<file path="src/source/pixel_pkg.sv">
package pixel_pkg;

  // PC message word
  localparam int msg_width    = 32;
  localparam int sample_width = 20;

  localparam logic [1:0] tag_pixel = 2'd0; // may start a pixel word
  localparam logic [1:0] tag_last  = 2'd1; // final burst of a coefficient table

  // memory application interface
  localparam int burst_words     = 8;  // two 128-bit beats
  localparam int burst_cnt_width = $clog2(burst_words);
  localparam int app_data_width  = 128;
  localparam int addr_width      = 27;
  localparam logic [addr_width-1:0] start_addr = '0;
  localparam logic [addr_width-1:0] addr_inc   = 27'd8; // BL8 step

  // message queues
  localparam int fifo_depth     = 16;
  localparam int fifo_almost    = 12;
  localparam int fifo_ptr_width = $clog2(fifo_depth);
  localparam int fifo_cnt_width = $clog2(fifo_depth + 1);

  // pixel tracker
  localparam int col_width   = 12;
  localparam int row_width   = 12;
  localparam int frame_width = 20;
  localparam int sum_width   = 32;

  typedef enum logic [2:0] {msg_wait, wr_wait, wr1, wr2, error} writer_state_e;

  typedef enum logic [1:0] {standby, interframe, intraline, interline} tracker_state_e;

  // one word, read as coefficient data or as a camera sample
  typedef union packed {
    struct packed {
      logic [msg_width-3:0] payload;
      logic [1:0]           tag;
    } coeff;
    struct packed {
      logic [sample_width-1:0] sample;
      logic [5:0]              unused_hi;
      logic                    fval;
      logic                    lval;
      logic [1:0]              unused_lo;
      logic [1:0]              tag;
    } pixel;
  } msg_word_u;

endpackage

</file>
<file path="src/source/msg_fifo.sv">
module msg_fifo (
  input  logic                 bus_clk,
  input  logic                 fds_val,
  input  logic                 push,
  input  pixel_pkg::msg_word_u din,
  input  logic                 pop,
  output pixel_pkg::msg_word_u dout,
  output logic                 empty,
  output logic                 almost_full
);

  pixel_pkg::msg_word_u mem [pixel_pkg::fifo_depth];

  logic [pixel_pkg::fifo_ptr_width-1:0] wr_ptr;
  logic [pixel_pkg::fifo_ptr_width-1:0] rd_ptr;
  logic [pixel_pkg::fifo_cnt_width-1:0] count; // occupancy

  assign dout        = mem[rd_ptr]; // head shows through while not empty
  assign empty       = (count == '0);
  assign almost_full = (count >= pixel_pkg::fifo_cnt_width'(pixel_pkg::fifo_almost));

  always_ff @(posedge bus_clk or posedge fds_val) begin
    if (fds_val) begin
      wr_ptr <= '0;
      rd_ptr <= '0;
      count  <= '0;
    end else begin
      if (push)
        wr_ptr <= wr_ptr + 1'b1; // depth is a power of two, pointers wrap
      if (pop)
        rd_ptr <= rd_ptr + 1'b1;
      if (push && !pop)
        count <= count + 1'b1;
      else if (pop && !push)
        count <= count - 1'b1;
    end
  end

  always_ff @(posedge bus_clk) begin
    if (push)
      mem[wr_ptr] <= din;
  end

endmodule

</file>
<file path="src/source/msg_router.sv">
module msg_router (
  input  logic                 bus_clk,
  input  logic                 fds_val,
  input  logic                 pc_msg_empty,
  input  pixel_pkg::msg_word_u pc_msg,
  output logic                 pc_msg_ack,
  input  logic                 pixel_full,
  input  logic                 coeff_full,
  output logic                 pixel_push,
  output logic                 coeff_push,
  output pixel_pkg::msg_word_u word
);

  // words of the current coefficient burst already routed
  logic [pixel_pkg::burst_cnt_width-1:0] coeff_cnt;
  logic is_pixel;

  // either queue nearly full stalls the whole input stream
  assign pc_msg_ack = !pc_msg_empty && !pixel_full && !coeff_full;

  // a started burst keeps every word until it has all eight
  assign is_pixel = (pc_msg.coeff.tag == pixel_pkg::tag_pixel) && (coeff_cnt == '0);

  always_ff @(posedge bus_clk or posedge fds_val) begin
    if (fds_val) begin
      coeff_cnt  <= '0;
      pixel_push <= 1'b0;
      coeff_push <= 1'b0;
    end else begin
      pixel_push <= pc_msg_ack && is_pixel;
      coeff_push <= pc_msg_ack && !is_pixel;
      if (pc_msg_ack && !is_pixel)
        coeff_cnt <= coeff_cnt + 1'b1; // wraps at burst_words
    end
  end

  // payload follows the push by the same one-cycle delay
  always_ff @(posedge bus_clk) begin
    if (pc_msg_ack)
      word <= pc_msg;
  end

endmodule

</file>
<file path="src/source/coeff_writer.sv">
module coeff_writer (
  input  logic                                 bus_clk,
  input  logic                                 fds_val,
  input  logic                                 coeff_empty,
  input  pixel_pkg::msg_word_u                 coeff_word,
  output logic                                 coeff_pop,
  input  logic                                 app_rdy,
  input  logic                                 app_wdf_rdy,
  output logic                                 app_en,
  output logic [pixel_pkg::addr_width-1:0]     app_addr,
  output logic                                 app_wdf_wren,
  output logic                                 app_wdf_end,
  output logic [pixel_pkg::app_data_width-1:0] app_wdf_data,
  output logic                                 coeff_loaded,
  output logic                                 error
);

  pixel_pkg::writer_state_e state;

  // both beats of one burst with word 0 in the low bits
  logic [2*pixel_pkg::app_data_width-1:0] stage;
  logic [pixel_pkg::burst_cnt_width-1:0]  word_off;
  pixel_pkg::msg_word_u                   last_word;

  // the eighth word sits at the top of the staging register
  assign last_word = stage[2*pixel_pkg::app_data_width-1 -: pixel_pkg::msg_width];

  // one word per cycle while gathering
  assign coeff_pop = (state == pixel_pkg::msg_wait) && !coeff_empty;
  assign error     = (state == pixel_pkg::error);

  always_ff @(posedge bus_clk or posedge fds_val) begin
    if (fds_val) begin
      state        <= pixel_pkg::msg_wait;
      word_off     <= '0;
      app_en       <= 1'b0;
      app_addr     <= pixel_pkg::start_addr;
      app_wdf_wren <= 1'b0;
      app_wdf_end  <= 1'b1; // idles high between bursts
      coeff_loaded <= 1'b0;
    end else begin
      case (state)
        pixel_pkg::msg_wait: begin
          if (!coeff_empty) begin
            word_off <= word_off + 1'b1; // wraps back to 0 after the eighth word
            if (word_off == pixel_pkg::burst_cnt_width'(pixel_pkg::burst_words - 1)) begin
              app_en       <= 1'b1;
              coeff_loaded <= 1'b0; // a new table is on its way
              state        <= pixel_pkg::wr_wait;
            end
          end
        end

        pixel_pkg::wr_wait: begin
          // command and first beat go together
          if (app_rdy && app_wdf_rdy) begin
            app_en       <= 1'b0;
            app_addr     <= app_addr + pixel_pkg::addr_inc; // next burst
            app_wdf_wren <= 1'b1;
            app_wdf_end  <= 1'b0;
            state        <= pixel_pkg::wr1;
          end
        end

        pixel_pkg::wr1: begin
          if (app_wdf_rdy) begin
            app_wdf_end <= 1'b1;
            state       <= pixel_pkg::wr2;
          end
        end

        pixel_pkg::wr2: begin
          app_wdf_wren <= 1'b0;
          if (!app_wdf_rdy) begin
            state <= pixel_pkg::error; // second beat was not taken
          end else begin
            if (last_word.coeff.tag == pixel_pkg::tag_last) begin
              app_addr     <= pixel_pkg::start_addr; // table complete so rewind
              coeff_loaded <= 1'b1;
            end
            state <= pixel_pkg::msg_wait;
          end
        end

        default: begin
          // sticky until reset
          app_en       <= 1'b0;
          app_wdf_wren <= 1'b0;
        end
      endcase
    end
  end

  // payload path
  always_ff @(posedge bus_clk) begin
    if (coeff_pop)
      stage[word_off*pixel_pkg::msg_width +: pixel_pkg::msg_width] <= coeff_word;
    if (state == pixel_pkg::wr_wait && app_rdy && app_wdf_rdy)
      app_wdf_data <= stage[0 +: pixel_pkg::app_data_width];
    else if (state == pixel_pkg::wr1 && app_wdf_rdy)
      app_wdf_data <= stage[pixel_pkg::app_data_width +: pixel_pkg::app_data_width];
  end

endmodule

</file>
<file path="src/source/pixel_tracker.sv">
module pixel_tracker (
  input  logic                              bus_clk,
  input  logic                              fds_val,
  input  logic                              pixel_empty,
  input  pixel_pkg::msg_word_u              pixel_word,
  output logic                              pixel_pop,
  output logic                              line_valid,
  output logic [pixel_pkg::sum_width-1:0]   line_sum,
  output logic [pixel_pkg::row_width-1:0]   line_row,
  output logic [pixel_pkg::col_width-1:0]   line_len,
  output logic [pixel_pkg::frame_width-1:0] frame_count
);

  pixel_pkg::tracker_state_e state;

  logic [pixel_pkg::row_width-1:0] row;
  logic [pixel_pkg::col_width-1:0] col;  // samples seen in the current line
  logic [pixel_pkg::sum_width-1:0] sum;
  logic [pixel_pkg::sum_width-1:0] sample;
  logic fval, lval;

  assign fval   = pixel_word.pixel.fval;
  assign lval   = pixel_word.pixel.lval;
  assign sample = pixel_pkg::sum_width'(pixel_word.pixel.sample);

  // camera data cannot be stalled, take every word as it appears
  assign pixel_pop = !pixel_empty;

  always_ff @(posedge bus_clk or posedge fds_val) begin
    if (fds_val) begin
      state       <= pixel_pkg::standby;
      row         <= '0;
      col         <= '0;
      frame_count <= '0;
      line_valid  <= 1'b0;
    end else begin
      line_valid <= 1'b0;
      if (pixel_pop) begin
        case (state)
          pixel_pkg::standby:
            if (!fval)
              state <= pixel_pkg::interframe; // sync to a frame gap first
          pixel_pkg::interframe:
            if (lval) begin
              row   <= '0;
              col   <= 1;
              state <= pixel_pkg::intraline;
            end
          pixel_pkg::intraline:
            if (lval) begin
              col <= col + 1'b1;
            end else begin
              line_valid <= 1'b1;
              if (fval) begin
                row   <= row + 1'b1;
                state <= pixel_pkg::interline;
              end else begin
                frame_count <= frame_count + 1'b1;
                state       <= pixel_pkg::interframe;
              end
            end
          default:
            if (lval) begin // interline, next row already counted
              col   <= 1;
              state <= pixel_pkg::intraline;
            end
        endcase
      end
    end
  end

  // running sum and the result registers held between pulses
  always_ff @(posedge bus_clk) begin
    if (pixel_pop && lval) begin
      if (state == pixel_pkg::intraline)
        sum <= sum + sample;
      else if (state != pixel_pkg::standby)
        sum <= sample; // first sample of a line
    end
    if (pixel_pop && !lval && state == pixel_pkg::intraline) begin
      line_sum <= sum;
      line_row <= row;
      line_len <= col;
    end
  end

endmodule

</file>
<file path="src/source/frame_grabber_top.sv">
module frame_grabber_top (
  input  logic                                 bus_clk,
  input  logic                                 fds_val,
  input  logic                                 pc_msg_empty,
  input  logic [pixel_pkg::msg_width-1:0]      pc_msg,
  output logic                                 pc_msg_ack,
  input  logic                                 app_rdy,
  input  logic                                 app_wdf_rdy,
  output logic                                 app_en,
  output logic [pixel_pkg::addr_width-1:0]     app_addr,
  output logic                                 app_wdf_wren,
  output logic                                 app_wdf_end,
  output logic [pixel_pkg::app_data_width-1:0] app_wdf_data,
  output logic                                 coeff_loaded,
  output logic                                 error,
  output logic                                 line_valid,
  output logic [pixel_pkg::sum_width-1:0]      line_sum,
  output logic [pixel_pkg::row_width-1:0]      line_row,
  output logic [pixel_pkg::col_width-1:0]      line_len,
  output logic [pixel_pkg::frame_width-1:0]    frame_count
);

  pixel_pkg::msg_word_u routed_word;
  pixel_pkg::msg_word_u pixel_word;
  pixel_pkg::msg_word_u coeff_word;
  logic pixel_push, coeff_push;
  logic pixel_pop, coeff_pop;
  logic pixel_empty, coeff_empty;
  logic pixel_full, coeff_full; // almost-full, used as back-pressure

  msg_router router (
    .bus_clk      (bus_clk),
    .fds_val      (fds_val),
    .pc_msg_empty (pc_msg_empty),
    .pc_msg       (pc_msg),
    .pc_msg_ack   (pc_msg_ack),
    .pixel_full   (pixel_full),
    .coeff_full   (coeff_full),
    .pixel_push   (pixel_push),
    .coeff_push   (coeff_push),
    .word         (routed_word)
  );

  msg_fifo pixel_fifo (
    .bus_clk     (bus_clk),
    .fds_val     (fds_val),
    .push        (pixel_push),
    .din         (routed_word),
    .pop         (pixel_pop),
    .dout        (pixel_word),
    .empty       (pixel_empty),
    .almost_full (pixel_full)
  );

  msg_fifo coeff_fifo (
    .bus_clk     (bus_clk),
    .fds_val     (fds_val),
    .push        (coeff_push),
    .din         (routed_word),
    .pop         (coeff_pop),
    .dout        (coeff_word),
    .empty       (coeff_empty),
    .almost_full (coeff_full)
  );

  coeff_writer writer (
    .bus_clk      (bus_clk),
    .fds_val      (fds_val),
    .coeff_empty  (coeff_empty),
    .coeff_word   (coeff_word),
    .coeff_pop    (coeff_pop),
    .app_rdy      (app_rdy),
    .app_wdf_rdy  (app_wdf_rdy),
    .app_en       (app_en),
    .app_addr     (app_addr),
    .app_wdf_wren (app_wdf_wren),
    .app_wdf_end  (app_wdf_end),
    .app_wdf_data (app_wdf_data),
    .coeff_loaded (coeff_loaded),
    .error        (error)
  );

  pixel_tracker tracker (
    .bus_clk     (bus_clk),
    .fds_val     (fds_val),
    .pixel_empty (pixel_empty),
    .pixel_word  (pixel_word),
    .pixel_pop   (pixel_pop),
    .line_valid  (line_valid),
    .line_sum    (line_sum),
    .line_row    (line_row),
    .line_len    (line_len),
    .frame_count (frame_count)
  );

endmodule

</file>
<file path="config.mk">
export PLATFORM = sky130hd
export DESIGN_NAME = frame_grabber_top
export DESIGN_NICKNAME = d
export VERILOG_FILES = /design/src/source/pixel_pkg.sv /design/src/source/msg_fifo.sv /design/src/source/msg_router.sv /design/src/source/coeff_writer.sv /design/src/source/pixel_tracker.sv /design/src/source/frame_grabber_top.sv
export SDC_FILE = /design/constraint.sdc
export NUM_CORES = 2
export LEC_CHECK = 0
export BUFFER_PORTS_ARGS = -buffer_cell sky130_fd_sc_hd__buf_2
export CORE_MARGIN = 2
export CORE_UTILIZATION = 56
export CTS_CLUSTER_DIAMETER = 50
export DETAILED_ROUTE_END_ITERATION = 10
export GPL_ROUTABILITY_DRIVEN = 0
export PLACE_DENSITY_LB_ADDON = 0.1
export SYNTH_ARGS = -nofsm -noshare
export SYNTH_HDL_FRONTEND = slang
export SYNTH_HIERARCHICAL = 1
export SYNTH_SLANG_ARGS = --single-unit
</file>
<file path="constraint.sdc">
create_clock -name bus_clk -period 7.1 [get_ports bus_clk]
set_input_delay 0 -clock bus_clk [delete_from_list [all_inputs] [get_ports bus_clk]]
set_output_delay 0 -clock bus_clk [all_outputs]
set_load 0.005 [all_outputs]
</file>
==> impl_metrics.ini <==
[status]
status = complete, no violations

[timing]
worstMarginPinSlew_ns = 1.289
rsz0062_at_grt = no
drv_slew = 0
fin_crit_ns = 4.873
min_period_over_period_pct = 68.64
slew_headroom_pct = 13.38
finalSetupViolations = 0
hold_ws_ns = 0.05733
fmax_ghz = 0.2052
clock_skew_ns = 0.02883
hold_viol_final = 0
tns_ns = 0

[clocking]
htreeDepth = 4
cts_buffers = 155
cts-root-buf = clkbuf_16
cts_sinks = 1480
cts_tree = built
insertion_delay_ns = 0.74
cts.clk_slew.worst_paths_ns = 0.06
cts-resized-gates = 0
clockBufferDepth = 3
cts_setup_buffers = 0

[drt]
wl_per_cell_um = 25.56
routed_wl_mm = 130.6
ant_nets = 0
drt-initial-drc-count = 3366
drtPass1Iterations = 5
vias = 30560
viasPerCell = 5.978
drcViolationCount = 0

[cells_and_area]
drive_gt1_share_pct = 26.29
final_cell_mix = edfxtp_1, buf_2, mux4_2
fin_area_um2 = 67030
final_common_cell = edfxtp_1
layout.nets = 3693
area.growth.synth_to_final_pct = 14.74

[worst_setup_path]
required_ns = 7.55
r2r-start = pixel_fifo/rd_ptr[0]$_DFFE_PP0P_
setup.worst_path.start = pixel_fifo/rd_ptr[0]$_DFFE_PP0P_
reg2reg_setup_slack_ns = 2.23
cp.arrival_ns = 5.33
critPathMaxFanout = 35
crit_type = reg -> reg
r2r_cells = 12
timing.rr.end = tracker/sum[26]$_SDFFCE_PN0P_
cp-end-kind = flip-flop
start_kind = flip-flop

[grt]
grt_max_degree = 63
grt_first_pass_wirelength_mm = 195.7
grt_overflow_total = 0
antenna_found_initial = 1
grt_pass1_vias = 30810
met2_usage_pct = 39.92
grt_usage_pct = 24.72
met1_usage_pct = 35.35
use_met3_pct = 4.384
gr-max-usage-layer = met2

[power]
cellPowerDensity_nw_per_um2 = 343.4
finalPower_mw = 23.02
power.switching_mw = 6.298
pwr-share-comb_pct = 17.6
seqPwrFrac_pct = 47.9
internal_power_mw = 16.72
power.leakage_nw = 21.24
ir_drop_v = 0.0002158
switching_share_pct = 27.36
clkPwrFrac_pct = 34.6

[die]
io_pins = 275
start_util_pct = 56.44
dieArea_um2 = 106900
die_w_um = 327.0
row_count = 118
chipHeight_um = 327.0
core_um2 = 103500

[synth]
syn_avg_cell_area_um2 = 18.19
syn-cell-area_um2 = 58410
synthCells = 3212
ys_warn_count = 6

[hold_path]
hold_depth = 2
hold_path_class = in -> reg
hp-start = pc_msg[29]
min_to = router/word[29]$_DFFE_PP_

[place]
place_area_um2 = 61290
hpwl_mm = 77.13
portBuffers = 271

[flow_run]
max-cap-violations = 0
-- flip-flops by register name, indices dropped and copies added (netlist names), 2 cells and up --
register / flops
coeff_fifo/count: 5
tracker/frame_count: 20
writer/app_addr: 24
writer/app_wdf_data: 128
router/word: 32
writer/word_off: 3
tracker/line_sum: 32
router/coeff_cnt: 3
tracker/line_len: 12
writer/stage: 256
tracker/state: 2
pixel_fifo/wr_ptr: 4
tracker/line_row: 12
tracker/col: 12
pixel_fifo/count: 5
coeff_fifo/wr_ptr: 4
pixel_fifo/mem: 352
tracker/row: 12
writer/state: 3
tracker/sum: 32
coeff_fifo/rd_ptr: 4
coeff_fifo/mem: 512
pixel_fifo/rd_ptr: 4
-- worst max-delay path by stage --
stage	endpoint	slack (ns)	cells past startpoint
after floorplan	writer/app_wdf_data[0]$_DFFE_PP_	0.19	6
after global placement	tracker/sum[24]$_SDFFCE_PN0P_	2.33	12
after detailed placement	tracker/sum[26]$_SDFFCE_PN0P_	2.25	12
after CTS	tracker/sum[26]$_SDFFCE_PN0P_	2.22	12
after global routing	tracker/sum[30]$_SDFFCE_PN0P_	1.84	12
final	tracker/sum[26]$_SDFFCE_PN0P_	2.23	12
-- layout make-up --
cell class	instances	area (um2)
antenna	1	2.502
multi-input combinational	1526	13700
tap	1380	1727
clock buffer	193	4212
sequential	1480	43900
clock inverter	93	860.8
fill	6997	36470
inverter	42	157.7
timing repair buffer	397	2467
-- routing by layer --
| layer | up-vias | share of wire [%] |
|---|---|---|
| met5 | - | 0 |
| met4 | 0 | 2.0 |
| met3 | 178 | 7.1 |
| met2 | 1131 | 49 |
| met1 | 15890 | 42 |
| li1 | 13360 | - |
-- stage by stage --
stage | worst slack, ns | std cells | util (%)
after floorplan | 0.1898 | 3214 | -
after global placement | 2.334 | 4759 | 59.22
after detailed placement | 2.247 | 4759 | 59.22
after CTS | 2.224 | 5111 | 64.76
after global routing | 1.841 | 5111 | 64.76
final | 2.227 | 5112 | 64.76
-- worst max-delay path: stages (launching register included) --
cell	delay, ns
dfrtp_4	0.88
buf_4	0.52
mux4_2	0.55
a22oi_1	0.22
nand2_1	0.20
ha_1	0.41
a21o_1	0.21
a221oi_2	0.50
a211oi_2	0.18
nor2_1	0.19
o31a_1	0.43
or3_1	0.19
a21oi_1	0.06
-- power groups by stage --
stage / Clock, mW / Combinational (mW) / Sequential [mW]
4_1_cts: 8.11 / 4.02 / 11.0
3_5_place_dp: 0 / 3.96 / 11.2
3_3_place_gp: 0 / 3.82 / 11.1
2_1_floorplan: 0 / 3.07 / 10.8
5_1_grt: 8.44 / 4.39 / 11.1
6_report: 7.96 / 4.04 / 11.0
-- repair_timing --
| action | in CTS | in global routing |
|---|---|---|
| hold buffers | 66 | 0 |
| setup endpoints to repair | 0 | 0 |
| endpoints found under the hold margin | 212 | 0 |
(Power assumes the default switching activity.)
